--- src/soc_bus_pkg.sv ---
// Memory map, RAM geometry and Wishbone B4 bus types shared by the SoC bus fabric
package soc_bus_pkg;

  // ==========================================================
  // Bus widths
  // ==========================================================
  localparam int unsigned WORD_W     = 32;
  localparam int unsigned ADDR_W     = 32;
  localparam int unsigned SEL_W      = WORD_W / 8;
  // Byte offset bits inside one word
  localparam int unsigned BYTE_OFS_W = $clog2(SEL_W);

  // ==========================================================
  // Main RAM geometry
  // ==========================================================
  localparam int unsigned LINE_W         = 128;
  localparam int unsigned WORDS_PER_LINE = LINE_W / WORD_W;
  // Word slot select inside a line, address bits 3..2
  localparam int unsigned WORD_IDX_W     = $clog2(WORDS_PER_LINE);
  // Byte offset bits inside one line
  localparam int unsigned LINE_OFS_W     = $clog2(LINE_W / 8);
  localparam int unsigned RAM_SIZE_KB    = 4;
  localparam int unsigned RAM_LINES      = (RAM_SIZE_KB * 1024 * 8) / LINE_W;
  localparam int unsigned RAM_LINE_AW    = $clog2(RAM_LINES);
  // Stages between line read and first-beat ack
  localparam int unsigned RAM_LATENCY    = 4;

  // ==========================================================
  // Memory map
  // ==========================================================
  // Slaves decoded on the top address nibble
  localparam int unsigned DEC_W = 4;
  localparam logic [ADDR_W-1:0] RAM_BASE   = 32'h8000_0000;
  localparam logic [ADDR_W-1:0] CLINT_BASE = 32'h3000_0000;

  localparam int unsigned NUM_SLAVES = 2;
  localparam int unsigned SLV_IDX_W  = $clog2(NUM_SLAVES);
  localparam int unsigned SLV_RAM    = 0;
  localparam int unsigned SLV_CLINT  = 1;

  // Base per slave index, element 0 is RAM
  localparam logic [NUM_SLAVES-1:0][ADDR_W-1:0] SLV_BASE = {CLINT_BASE, RAM_BASE};

  // CLINT register offsets, 64-bit registers as low word then high word
  localparam int unsigned CLINT_OFS_W = 16;
  localparam logic [CLINT_OFS_W-1:0] CLINT_MSIP_OFS     = 16'h0000;
  localparam logic [CLINT_OFS_W-1:0] CLINT_MTIMECMP_OFS = 16'h4000;
  localparam logic [CLINT_OFS_W-1:0] CLINT_MTIME_OFS    = 16'hBFF8;
  localparam int unsigned TIME_W = 64;

  // ==========================================================
  // Wishbone types
  // ==========================================================
  // Cycle type identifier
  typedef enum logic [2:0] {
    CTI_CLASSIC = 3'b000,
    CTI_INCR    = 3'b010,
    CTI_EOB     = 3'b111
  } wb_cti_e;

  // Master to slave, 74 bits
  typedef struct packed {
    logic              cyc;
    logic              stb;
    logic              we;
    logic [ADDR_W-1:0] adr;
    logic [WORD_W-1:0] dat;
    logic [SEL_W-1:0]  sel;
    wb_cti_e           cti;
  } wb_req_t;

  // Slave to master, 34 bits
  typedef struct packed {
    logic [WORD_W-1:0] dat;
    logic              ack;
    logic              err;
  } wb_rsp_t;

endpackage

--- src/wb_clint.sv ---
// Core-local interruptor with free-running mtime, mtimecmp, msip and interrupt outputs
`timescale 1ns/10ps

module wb_clint (
  input  logic                 clk_i,
  input  logic                 rst_ni,
  input  soc_bus_pkg::wb_req_t req_i,
  output soc_bus_pkg::wb_rsp_t rsp_o,
  output logic                 timer_irq_o,
  output logic                 sw_irq_o
);

  logic                                 access;
  logic [soc_bus_pkg::CLINT_OFS_W-1:0]  ofs;
  logic                                 ack_q;
  logic [soc_bus_pkg::WORD_W-1:0]       dat_q;
  logic [soc_bus_pkg::WORD_W-1:0]       rd_mux;
  logic [soc_bus_pkg::TIME_W-1:0]       mtime_q;
  logic [soc_bus_pkg::TIME_W-1:0]       mtimecmp_q;
  logic                                 msip_q;

  // Byte-select merge of a written word into a register half
  function automatic logic [soc_bus_pkg::WORD_W-1:0] merge_bytes(
    input logic [soc_bus_pkg::WORD_W-1:0] old_w,
    input logic [soc_bus_pkg::WORD_W-1:0] new_w,
    input logic [soc_bus_pkg::SEL_W-1:0]  sel
  );
    logic [soc_bus_pkg::WORD_W-1:0] res;
    res = old_w;
    for (int b = 0; b < soc_bus_pkg::SEL_W; b++) begin
      if (sel[b]) begin
        res[b*8 +: 8] = new_w[b*8 +: 8];
      end
    end
    return res;
  endfunction

  // ==========================================================
  // Access decode
  // ==========================================================
  // Ack phase blocks a second access, so accesses alternate
  assign access = req_i.cyc & req_i.stb & ~ack_q;
  assign ofs    = req_i.adr[soc_bus_pkg::CLINT_OFS_W-1:0];

  always_comb begin
    case (ofs)
      soc_bus_pkg::CLINT_MSIP_OFS:            rd_mux = {31'b0, msip_q};
      soc_bus_pkg::CLINT_MTIMECMP_OFS:        rd_mux = mtimecmp_q[31:0];
      soc_bus_pkg::CLINT_MTIMECMP_OFS + 16'h4: rd_mux = mtimecmp_q[63:32];
      soc_bus_pkg::CLINT_MTIME_OFS:           rd_mux = mtime_q[31:0];
      soc_bus_pkg::CLINT_MTIME_OFS + 16'h4:    rd_mux = mtime_q[63:32];
      default:                                rd_mux = '0;
    endcase
  end

  // ==========================================================
  // Registers
  // ==========================================================
  always_ff @(posedge clk_i or negedge rst_ni) begin
    if (!rst_ni) begin
      ack_q      <= 1'b0;
      mtime_q    <= '0;
      // All ones keeps timer irq low out of reset
      mtimecmp_q <= '1;
      msip_q     <= 1'b0;
    end else begin
      ack_q   <= access;
      // Free-running time base, read-only from the bus
      mtime_q <= mtime_q + soc_bus_pkg::TIME_W'(1);
      if (access && req_i.we) begin
        case (ofs)
          soc_bus_pkg::CLINT_MSIP_OFS: begin
            if (req_i.sel[0]) begin
              msip_q <= req_i.dat[0];
            end
          end
          soc_bus_pkg::CLINT_MTIMECMP_OFS: begin
            mtimecmp_q[31:0] <= merge_bytes(mtimecmp_q[31:0], req_i.dat, req_i.sel);
          end
          soc_bus_pkg::CLINT_MTIMECMP_OFS + 16'h4: begin
            mtimecmp_q[63:32] <= merge_bytes(mtimecmp_q[63:32], req_i.dat, req_i.sel);
          end
          default: begin
          end
        endcase
      end
    end
  end

  // Read data sampled with the access, presented with ack
  always_ff @(posedge clk_i) begin
    if (access) begin
      dat_q <= rd_mux;
    end
  end

  assign rsp_o.dat = dat_q;
  assign rsp_o.ack = ack_q;
  assign rsp_o.err = 1'b0;

  // Interrupt outputs
  assign timer_irq_o = (mtime_q >= mtimecmp_q);
  assign sw_irq_o    = msip_q;

endmodule

--- config.mk ---
export PLATFORM = sky130hd
export DESIGN_NAME = wb_clint
export DESIGN_NICKNAME = d
export VERILOG_FILES = /design/src/soc_bus_pkg.sv /design/src/wb_clint.sv
export SDC_FILE = /design/constraint.sdc
export NUM_CORES = 1
export LEC_CHECK = 0
export ABC_AREA = 1
export BUFFER_PORTS_ARGS = -buffer_cell sky130_fd_sc_hd__buf_2
export CORE_ASPECT_RATIO = 1.5
export CORE_MARGIN = 1.5
export CORE_UTILIZATION = 39
export CTS_CLUSTER_SIZE = 16
export DETAILED_ROUTE_END_ITERATION = 12
export SLEW_MARGIN = 20
export SYNTH_ARGS = -nofsm -noshare
export SYNTH_HDL_FRONTEND = slang
export SYNTH_SLANG_ARGS = --single-unit
--- constraint.sdc ---
create_clock -name clk_i -period 2.72 [get_ports clk_i]
set_clock_uncertainty 0.15 [all_clocks]
set_input_delay 0.544 -clock clk_i [delete_from_list [all_inputs] [get_ports clk_i]]
set_output_delay 0.544 -clock clk_i [all_outputs]
set_load 0.1 [all_outputs]
# == Yosys cells after proc, flatten, opt, wreduce, memory -nomap -nowiden ==
# Cells that the tools add are included.
# word_totals
register_bits,162
inputBits,76
output_inout_bits,36
wordCells,33
# classes
addsub,1
n_lt_le_gt_ge,1
n_eq_ne,4
mux,1
bitwise_logic,3
n_reduce_logical,11
# op_table
cell,n
$pmux W32 S5,1
$add A64 B1 Y64 const B,1
$ge A64 B64 Y1,1
$eq A16 B15 Y1 const B,2
$eq A16 B16 Y1 const B,2
$reduce_and A3 Y1,9
$logic_not A16 Y1,1
$and A1 B1 Y1,2
$logic_and A1 B1 Y1,1
$not A1 Y1,1

# == Logic depth before layout (Yosys ltp) ==
# Gate-level depths: netlist of the first run.
# logic_depth
ltp_word,4
depth_mapped,15
depth_no_buf,15

# == Worst setup path before layout of the first run ==
# Ideal clock, no wire load.
# synth_path
path_kind,reg-to-output
start,register mtimecmp_q[55] (netlist bit)
end,output port timer_irq_o
arrival_time_ns,2.118
required_ns,2.026
slack_ns,-0.092
stages_incl_launch_ff,12
n_path_buf,0
cell_sequence,dfstp_2 -> inv_1 -> ha_1 -> nand2_1 -> nor2_1 -> nor3b_1 -> nand2_1 -> nor2_1 -> nand2_1 -> nand2_1 -> nor2_1 -> nand2_1
# synth_via
elab_chain_len,1
# synth_lines
item,line_no,source
start: declaration,wb_clint.sv:19,logic [soc_bus_pkg::TIME_W-1:0] mtimecmp_q;
$ge A64 B64 Y1,wb_clint.sv:102,assign timer_irq_o = (mtime_q >= mtimecmp_q);
end: declaration,wb_clint.sv:9,"output logic timer_irq_o,"
# No other way between the ends.

# == Worst setup path in the final report of the first run ==
# layout_path
start,register mtimecmp_q[30] (netlist bit)
end,output port timer_irq_o
# Same word-level chain as after synthesis.

==> impl_metrics.env, run 1 <==
export IMPL_synth_distinct_cells=43
export IMPL_hp_class="in -> async"
export IMPL_clock_fmax_ghz=0.314
export IMPL_grt_usage_pct=23.5
export IMPL_num_rows=70
export IMPL_worstPathArrival_ps=2490
export IMPL_synth_most_common_cell="nand2_1"
export IMPL_io_buffers=91
export IMPL_drive_above_1_share_pct=24.9
export IMPL_gp_congestion=0.955
export IMPL_powerDensity_nw_per_um2=455
export IMPL_maxSlewViolCount=0
export IMPL_hold_violations=0
export IMPL_root_buffer="clkbuf_16"
export IMPL_cp_slowest_cell="dfstp_2"
export IMPL_synth_seq_cells=162
export IMPL_syn_area_um2=9800
export IMPL_setup_viol=1
export IMPL_grt_ovfl_total=0
export IMPL_drt_wl_total_um=29300
export IMPL_synth_yosys_warnings=0
export IMPL_start_util_pct=40.0
export IMPL_n_fill_cell=2474
export IMPL_hold_worst_slack_ps=7.57
export IMPL_crit_family="simple AND/OR/NAND/NOR gates"
export IMPL_drc=0
export IMPL_grt_max_degree=131
export IMPL_ant_nets=0
export IMPL_vias=8519
export IMPL_power_switching_fraction_pct=23.3
export IMPL_run_status="complete, but fails checks"
export IMPL_grt_pass1_wl_um=46400
export IMPL_fin_area_um2=12000
export IMPL_p_comb_share_pct=5.0
export IMPL_start_kind="flop"
export IMPL_tightest_slew_ps=899
export IMPL_crit_required_ps=2030
export IMPL_synth_top_cell_by_area="dfstp_2"
export IMPL_min_period_ps=3180
export IMPL_fin_nets=1517
export IMPL_cts_tree="done"
export IMPL_synthTopCellsByCount="nand2_1, inv_1, nor2_1, dfrtp_1, ha_1"
export IMPL_clockPowerShare_pct=49.2
export IMPL_core_area_um2=24500
export IMPL_ff2ff_path_depth=7
export IMPL_synth_cells=1194
export IMPL_violations="negative setup slack"
export IMPL_finalSetupTns_ps=-465
export IMPL_synth_seq_area_share_pct=43.8
export IMPL_crit_chain="inv_2 > ha_4 > nand4_1 > buf_4 > inv_2 > nand4_1 > nor2_1 > nor2_1 > nand2_1 > nand2_1 > nand2_2 > buf_12"
export IMPL_p_sw_uw=1270
export IMPL_post_drt_wl_per_cell_um=17.1
export IMPL_n_antenna_cell=0
export IMPL_clock_latency_ps=440
export IMPL_die_h_um=197
export IMPL_post_route_util_pct=48.9
export IMPL_slew_headroom_pct=40.0
export IMPL_synth_top_area_share_pct=17.2
export IMPL_worst_setup_path_end_kind="output port"
export IMPL_postCtsHoldBufs=0
export IMPL_cts_sinks=162
export IMPL_avgSynthCellArea_um2=8.21
export IMPL_r2r_slack_ps=490
export IMPL_r2r_end="mtime_q[51]"
export IMPL_post_drt_via_cell_ratio=4.97
export IMPL_worstReg2RegStart="mtime_q[15]"
export IMPL_synth_area_leaders="dfstp_2, dfrtp_1, nand2_1"
export IMPL_crit_fanout=3
export IMPL_timing_worst_setup_path_type="reg -> out"
export IMPL_stdcell_count=1713
export IMPL_vdd_drop_max_mv=0.427
export IMPL_clk_pin_slew_worst_paths_ps=70
export IMPL_antenna_found_initial=0
export IMPL_dpl_hpwl_um=22700
export IMPL_synth_ff_type="dfrtp_1"
export IMPL_syn_to_final_growth_pct=22.5
export IMPL_dr_pass1_iters=5
export IMPL_place_area_um2=11300
export IMPL_dpl_cell_count=1680
export IMPL_drv_cap=0
export IMPL_synth_edf_count=32
export IMPL_seqPwrFrac_pct=45.8
export IMPL_cts_buffers=17
export IMPL_drt_iter0_drc=377
export IMPL_finalCritPeriodShare_pct=117
export IMPL_slowest_delay_ps=560
export IMPL_syn_nets=1335
export IMPL_rsz0062_at_grt="yes"
export IMPL_cts_htree_levels=4
export IMPL_fin_ws_ps=-465
export IMPL_die_area_um2=26100
export IMPL_io_pins=112
export IMPL_synthArstFlopShare_pct=80.2
export IMPL_die_w_um=132
export IMPL_p_int_uw=4190
export IMPL_clock_path_buffers=2
export IMPL_grt_pass1_vias=8909
export IMPL_p_leak_uw=0.00537
export IMPL_crit_buf_inv=4
==> metrics by stage <==
| step | power, µW | setup slack (ps) |
|---|---|---|
| finish | 5460 | -465 |
| CTS | 5510 | -448 |
| global route | 5620 | -565 |
| global placement | 2820 | -104 |
| detailed placement | 2820 | -127 |
| floorplan | 2710 | 164 |
==> routing by layer <==
layer  share of wire (%)  global-route usage (%)  vias to the layer above  wire (µm)
met4                 4.9                    13.1                        0       1440
met5                   0                       0                        -          0
met3                 2.8                    3.41                       60        835
met1                  40                    25.4                     4043      11600
met2                  53                    43.6                      174      15400
li1                    -                       -                     4242          -
==> final cells by class <==
type | instances | area [µm²] | area share (%)
Inverter | 169 | 637 | 5.31
Clock inverter | 15 | 228 | 1.90
Tap cell | 324 | 405 | 3.38
Timing Repair Buffer | 185 | 1230 | 10.2
Sequential cell | 162 | 4290 | 35.8
Multi-Input combinational cell | 841 | 4780 | 39.9
Clock buffer | 17 | 425 | 3.54
==> timing repair <==
action,4_1_cts,5_1_grt
buffers inserted,1,0
gates resized for setup,12,3
pin swaps,8,0
setup endpoints to repair,1,1
==> how the worst max path moves through the flow <==
stage,from,endpoint,slack (ps),cells past startpoint
floorplan,mtimecmp_q[55],timer_irq_o,160,11
global placement,mtimecmp_q[55],timer_irq_o,-100,12
detailed placement,mtimecmp_q[55],timer_irq_o,-130,12
CTS,mtimecmp_q[30],timer_irq_o,-450,12
global route,mtimecmp_q[30],timer_irq_o,-570,12
finish,mtimecmp_q[30],timer_irq_o,-460,12
==> state kept, by name, indices dropped and copies added (netlist names) <==
signal and count:
mtimecmp_q 64, mtime_q 64, sw_irq_o 1, ack_q 1, dat_q 32
==> worst register-to-register path: stages, from the launching register on <==
cell     delay [ps]
dfrtp_1         380
buf_4           170
inv_1            60
nor3_1          330
nand2_1         170
nor3_2          380
nand3_1         280
xnor2_1         200
==> placed cells by master, fill, tap and decap left out, drive strengths merged <==
| cell | count |
|---|---|
| ha | 65 |
| nor3b | 2 |
| xor2 | 34 |
| and2 | 1 |
| and3 | 1 |
| o21ai | 74 |
| nand2 | 335 |
| clkinvlp | 2 |
| nor4 | 2 |
| edfxtp | 32 |
| or2 | 1 |
| xnor2 | 21 |
| dfstp | 64 |
| dfrtp | 66 |
| buf | 185 |
| o2111ai | 15 |
| bufinv | 5 |
| nand3 | 63 |
| nand3b | 4 |
| inv | 174 |
| a21oi | 27 |
| a22oi | 17 |
| nor3 | 33 |
| a21o | 2 |
| clkbuf | 17 |
| clkinv | 3 |
| o21a | 1 |
| conb | 1 |
| nor2 | 121 |
| nand4 | 21 |
==> power groups by stage <==
stage	combinational [µW]	clock [µW]	sequential, µW
floorplan	54.5	0	2650
global placement	278	0	2540
detailed placement	280	0	2540
CTS	280	2730	2500
global route	297	2820	2500
finish	274	2690	2500
==> cell families (layout without fill, tap and decap cells) <==
group	Yosys count	count (layout)	share of synthesized area [%]
flops	162	162	43.8
compound gates	136	136	8.49
buf+inv	191	386	8.22
simple gates	584	584	26.2
other cells	1	1	0.0383
fa+ha+maj	65	65	8.30
xor+xnor	55	55	4.92
(Power assumes the default switching activity.)
==> run 2, diff against run 1 <==
- ABC_AREA: 1 -> default
==> run 2 against run 1 <==
The run still ends with negative setup slack left. Synthesized area shrank 10%. Die area shrank 10%. Clock power shrank 8.6%. Sequential power is essentially flat. Register-to-register slack lost 120 ps. Count of clock-buffer cells in the layout grew 1. First-iteration DRC count grew 22%. Critical path depth shrank 3. Maximum frequency shrank 8.5%. Power shrank 4.3%. Routed wire length shrank 18%. Final area shrank 3.1%. Largest cell class unchanged. Largest power group is now sequential cells.
==> impl_metrics.env, run 2 <==
export IMPL_crit_chain="inv_2 > ha_4 > and3_4 > a221o_1 > a221oi_2 > o21ai_1 > a221oi_2 > o211ai_1 > buf_6"
export IMPL_dpl_hpwl_um=18100
export IMPL_hp_class="in -> reg"
export IMPL_synth_seq_area_share_pct=48.8
export IMPL_syn_nets=928
export IMPL_layout_common_cells="buf_4, nand2_1, buf_2"
export IMPL_die_area_um2=23500
export IMPL_fin_nets=1178
export IMPL_cts_buffers=17
export IMPL_tightest_slew_ps=585
export IMPL_clock_path_buffers=2
export IMPL_drive_above_1_share_pct=44.4
export IMPL_cp_common_cell="a221oi_2"
export IMPL_synth_top_area_share_pct=19.1
export IMPL_rsz0062_at_grt="yes"
export IMPL_synth_compound_area_share_pct=7.26
export IMPL_endpoint="timer_irq_o"
export IMPL_gp_congestion=0.822
export IMPL_slowest_delay_ps=540
export IMPL_cts_htree_levels=4
export IMPL_powerDensity_nw_per_um2=450
export IMPL_drv_cap=0
export IMPL_crit_fanout=2
export IMPL_ant_nets=0
export IMPL_dp_slack_ps=-655
export IMPL_cts_sinks=162
export IMPL_p_leak_uw=0.00547
export IMPL_r2r_slack_ps=370
export IMPL_start_util_pct=39.6
export IMPL_synth_edf_count=32
export IMPL_timing_worst_setup_path_type="reg -> out"
export IMPL_synthMuxAreaShare_pct=8.32
export IMPL_vias=7003
export IMPL_ff2ff_path_depth=8
export IMPL_synth_most_common_cell="nand2_1"
export IMPL_antenna_found_initial=0
export IMPL_grt_usage_pct=21.4
export IMPL_finalCritPeriodShare_pct=128
export IMPL_grt_pass1_vias=7471
export IMPL_die_w_um=126
export IMPL_grt_pass1_wl_um=39100
export IMPL_cp_slowest_cell="dfstp_2"
export IMPL_clock_latency_ps=440
export IMPL_mostFrequentLayoutCell="buf_4"
export IMPL_syn_to_final_growth_pct=32.2
export IMPL_synth_yosys_warnings=0
export IMPL_synth_top_cell_by_area="dfstp_2"
export IMPL_slew_headroom_pct=61.0
export IMPL_io_pins=112
export IMPL_start_kind="flop"
export IMPL_worst_setup_path_end_kind="output port"
export IMPL_synth_distinct_cells=48
export IMPL_startpoint="mtimecmp_q[50]"
export IMPL_violations="negative setup slack"
export IMPL_drc=0
export IMPL_synth_simple_area_share_pct=16.0
export IMPL_run_status="complete, but fails checks"
export IMPL_worstPathArrival_ps=2790
export IMPL_grt_max_degree=41
export IMPL_synthTopCellsByCount="nand2_1, inv_1, dfrtp_1, ha_1, mux2_2"
export IMPL_r2r_end="mtime_q[43]"
export IMPL_synth_fa_ha_area_share_pct=9.25
export IMPL_setup_viol=1
export IMPL_post_drt_via_cell_ratio=5.28
export IMPL_maxSlewViolCount=0
export IMPL_clock_fmax_ghz=0.287
export IMPL_dpl_cell_count=1291
export IMPL_cts_tree="done"
export IMPL_grt_ovfl_total=0
export IMPL_drt_iter0_drc=460
export IMPL_clk_pin_slew_worst_paths_ps=60
export IMPL_synth_area_leaders="dfstp_2, dfrtp_1, edfxtp_1"
export IMPL_core_area_um2=22200
export IMPL_n_antenna_cell=0
export IMPL_synthArstFlopShare_pct=80.2
export IMPL_post_route_util_pct=52.3
export IMPL_synth_cells=787
export IMPL_synth_ff_type="dfrtp_1"
export IMPL_drt_wl_total_um=24000
export IMPL_p_total_uw=5230
export IMPL_worstReg2RegStart="mtime_q[5]"
export IMPL_synthXorXnorAreaFrac_pct=6.18
export IMPL_num_rows=67
export IMPL_hold_violations=0
export IMPL_avgSynthCellArea_um2=11.2
export IMPL_reg_top3="mtime_q: 64 flops, mtimecmp_q: 64 flops, dat_q: 32 flops"
export IMPL_synth_seq_cells=162
export IMPL_crit_required_ps=2030
export IMPL_root_buffer="clkbuf_16"
export IMPL_dr_pass1_iters=9
export IMPL_fin_ws_ps=-759
export IMPL_io_buffers=91
export IMPL_syn_area_um2=8790
export IMPL_vdd_drop_max_mv=0.361
export IMPL_synth_top_family_by_area="simple AND/OR/NAND/NOR gates"
export IMPL_stdcell_count=1326
export IMPL_min_period_ps=3480
export IMPL_post_drt_wl_per_cell_um=18.1
export IMPL_die_h_um=187
==> run 2: cell count changes after synthesis, sizes merged, moves of 14 or more <==
cell,change
nand2,-235
inv,-95
nor2,-95
o21ai,-69
mux2,+65
a222oi,+31
nand3,-23
nor3,-23
xnor2,+20
buf,-18
a22oi,-16
clkbuf,+15
o2111ai,-15
nor4,+14
==> run 2: logic make-up (layout without fill, tap and decap cells) <==
| kind of cell | after synthesis | in the layout |
|---|---|---|
| AND/OR/NAND/NOR | 257 | 257 |
| flip-flops | 162 | 162 |
| buffers and inverters | 93 | 356 |
| AO/OA/AOI/OAI | 82 | 82 |
| adder cells (fa/ha/maj) | 65 | 65 |
| multiplexers | 65 | 65 |
| XOR/XNOR | 62 | 62 |
| other | 1 | 1 |
==> run 2: how the worst min path moves through the flow <==
stage | from | endpoint | depth (start not counted)
global placement | mtime_q[0] | mtime_q[0] | 2
detailed placement | mtime_q[0] | mtime_q[0] | 2
floorplan | rst_ni | ack_q | 0
global route | req_i[28] | mtimecmp_q[21] | 2
finish | req_i[31] | mtimecmp_q[24] | 2
CTS | req_i[28] | mtimecmp_q[21] | 2
==> run 2: through the flow <==
| stage | TNS, ps | hold slack, ps | cell area, µm² |
|---|---|---|---|
| after floorplan | -804 | 98.4 | 8830 |
| after global placement | -625 | 388 | 10800 |
| after detailed placement | -655 | 406 | 10800 |
| after CTS | -725 | 179 | 11600 |
| after global routing | -866 | 193 | 11600 |
| final | -759 | 199 | 11600 |
==> run 2: power breakdown <==
| group | leakage (µW) | switching [µW] | internal [µW] |
|---|---|---|---|
| logic | 0.00330 | 216 | 52.7 |
| clock network | 0.000291 | 1060 | 1400 |
| registers | 0.00187 | 3.69 | 2490 |
| total | 0.00547 | 1280 | 3950 |
==> run 2: area by class of cell <==
| type | count | area, µm² |
|---|---|---|
| fill | 1968 | 10600 |
| multi-input combinational | 532 | 4380 |
| sequential | 162 | 4290 |
| timing repair buffer | 250 | 1720 |
| clock buffer | 18 | 439 |
| tap | 276 | 345 |
| inverter | 74 | 278 |
| clock inverter | 14 | 165 |
==> run 2: critical path, delay by kind of cell (launching register included) <==
family	cells	cell delay, ps
buf+inv	2	270
simple gates	1	180
fa+ha+maj	1	200
compound gates	5	1150
flops	1	540
==> run 2: layer usage <==
| layer | up-vias | GRT usage, % | routed length (µm) |
|---|---|---|---|
| met1 | 3435 | 23.9 | 9380 |
| met4 | 0 | 8.87 | 735 |
| met3 | 47 | 3.26 | 714 |
| li1 | 3351 | - | - |
| met5 | - | 0 | 0 |
| met2 | 170 | 40.0 | 13200 |
==> run 2: timing repair <==
| action | 4_1_cts | 5_1_grt |
|---|---|---|
| endpoints found under the hold margin | 23 | 0 |
| pin swaps | 20 | 1 |
| hold buffers | 1 | 0 |
| endpoints found under the setup margin | 1 | 1 |
| gates resized for setup | 32 | 0 |
| setup buffers | 2 | 0 |
==> run 3, diff against run 2 <==
- clock period: 2.72 -> 3.6 ns (I/O delays scaled with it)
==> run 3 against run 2 <==
Largest cell class is now registers. Die area unchanged. Worst setup slack better by 660 ps. Sequential share of layout area rose by 3.4 points. Count of clock-buffer cells in the layout up 3. The flow still finishes with violations (negative setup slack).
==> impl_metrics.env, run 3 (synthesis gave the netlist of run 2 again) <==
export IMPL_reg_top3="mtime_q: 64 flops, mtimecmp_q: 64 flops, dat_q: 32 flops"
export IMPL_clock_fmax_ghz=0.270
export IMPL_crit_required_ps=2730
export IMPL_hold_violations=0
export IMPL_hold_worst_slack_ps=114
export IMPL_grt_max_degree=55
export IMPL_grt_pass1_vias=6796
export IMPL_post_drt_wl_per_cell_um=18.8
export IMPL_tightest_slew_ps=588
export IMPL_min_period_ps=3700
export IMPL_cts_tree="done"
export IMPL_gp_congestion=0.836
export IMPL_crit_chain="inv_1 > ha_1 > nand4_1 > nor4_4 > nand2_1 > o21ai_0 > o41ai_2 > o211ai_1 > buf_6"
export IMPL_rsz0062_at_grt="yes"
export IMPL_drt_iter0_drc=463
export IMPL_setup_viol=1
export IMPL_run_status="complete, but fails checks"
export IMPL_p_sw_uw=890
export IMPL_start_util_pct=39.6
export IMPL_cp_slowest_cell="dfstp_2"
export IMPL_fin_ws_ps=-104
export IMPL_clock_path_buffers=2
export IMPL_crit_fanout=3
export IMPL_p_leak_uw=0.00489
export IMPL_ant_nets=0
export IMPL_syn_to_final_growth_pct=21.1
export IMPL_die_w_um=126
export IMPL_worstReg2RegStart="mtime_q[0]"
export IMPL_cts_sinks=162
export IMPL_violations="negative setup slack"
export IMPL_clock_latency_ps=440
export IMPL_slowest_delay_ps=550
export IMPL_drc=0
export IMPL_post_route_util_pct=47.9
export IMPL_io_pins=112
export IMPL_dpl_hpwl_um=16700
export IMPL_timing_worst_setup_path_type="reg -> out"
export IMPL_maxSlewViolCount=0
export IMPL_cts_htree_levels=4
export IMPL_layout_common_cells="nand2_1, buf_2, inv_1"
export IMPL_slew_headroom_pct=60.7
export IMPL_drv_cap=0
export IMPL_n_antenna_cell=0
export IMPL_grt_pass1_wl_um=36300
export IMPL_start_kind="flop"
export IMPL_postCtsHoldBufs=0
export IMPL_drt_wl_total_um=22900
export IMPL_powerDensity_nw_per_um2=363
export IMPL_worst_setup_path_end_kind="output port"
export IMPL_finalCritPeriodShare_pct=103
export IMPL_worstPathArrival_ps=2830
export IMPL_grt_usage_pct=19.9
export IMPL_core_area_um2=22200
export IMPL_p_comb_share_pct=5.1
export IMPL_post_drt_via_cell_ratio=5.35
export IMPL_antenna_found_initial=0
export IMPL_die_h_um=187
export IMPL_vdd_drop_max_mv=0.297
export IMPL_drive_above_1_share_pct=37.0
export IMPL_r2r_end="mtime_q[30]"
export IMPL_num_rows=67
export IMPL_mostFrequentLayoutCell="nand2_1"
export IMPL_ff2ff_path_depth=7
export IMPL_r2r_slack_ps=880
export IMPL_dr_pass1_iters=8
export IMPL_seqPwrFrac_pct=48.9
export IMPL_io_buffers=91
export IMPL_die_area_um2=23500
export IMPL_hp_class="in -> async"
export IMPL_root_buffer="clkbuf_16"
export IMPL_vias=6525
export IMPL_p_int_uw=2970
export IMPL_clockPowerShare_pct=46.0
export IMPL_grt_ovfl_total=0
export IMPL_clk_pin_slew_worst_paths_ps=60
export IMPL_cts_buffers=17
export IMPL_power_switching_fraction_pct=23.1
export IMPL_fin_nets=1072
run 3: how the worst max path moves through the flow:
stage / start / endpoint / slack (ps) / cells after the start
5_1_grt: mtimecmp_q[50] / timer_irq_o / -200 / 10
3_3_place_gp: mtimecmp_q[7] / timer_irq_o / -10 / 9
2_1_floorplan: mtimecmp_q[45] / timer_irq_o / -120 / 6
4_1_cts: mtimecmp_q[51] / timer_irq_o / -150 / 10
6_report: mtimecmp_q[30] / timer_irq_o / -100 / 9
3_5_place_dp: mtimecmp_q[7] / timer_irq_o / -6 / 9
run 3: worst max-delay path: cells and delay by family (launching register included):
kind / cells / cell delay [ps]
flip-flops: 1 / 550
AND/OR/NAND/NOR: 3 / 710
buffers and inverters: 2 / 310
adder cells (fa/ha/maj): 1 / 300
AO/OA/AOI/OAI: 3 / 500
run 3: cell type report:
type	instances	area [µm²]
well taps	276	345
flip-flops and latches	162	4290
repair buffers	144	875
inverters	74	278
fillers	2026	11600
multi-input cells	532	4280
clock buffers	21	460
clock inverters	11	113
run 3: power groups by stage:
stage | clock (µW) | sequential, µW | combinational (µW)
finish | 1780 | 1890 | 198
global placement | 0 | 1920 | 200
floorplan | 0 | 2000 | 23.3
detailed placement | 0 | 1920 | 202
CTS | 1820 | 1890 | 202
global route | 1880 | 1890 | 212
run 3: repair_timing:
action	4_1_cts	5_1_grt
resized for setup	20	5
gates cloned	0	0
setup buffers	4	0
pin swaps	12	1
endpoints found under the setup margin	1	1
run 3: stage by stage:
| stage | setup WS [ps] | cell area, µm² | power, µW | instances | setup TNS, ps |
|---|---|---|---|---|---|
| finish | -104 | 10600 | 3860 | 1220 | -104 |
| global route | -197 | 10600 | 3980 | 1220 | -197 |
| CTS | -150 | 10600 | 3910 | 1220 | -150 |
| detailed placement | -5.88 | 9910 | 2120 | 1184 | -5.88 |
| global placement | -13.0 | 9910 | 2120 | 1184 | -13.0 |
| floorplan | -117 | 8800 | 2030 | 787 | -117 |
run 3: metal layers:
| metal | GRT usage, % | part of all wire [%] | vias to the layer above |
|---|---|---|---|
| met5 | 0 | 0 | - |
| li1 | - | - | 3135 |
| met2 | 37.1 | 55 | 125 |
| met1 | 22.4 | 40 | 3232 |
| met4 | 7.60 | 2.1 | 0 |
| met3 | 3.40 | 3.0 | 33 |
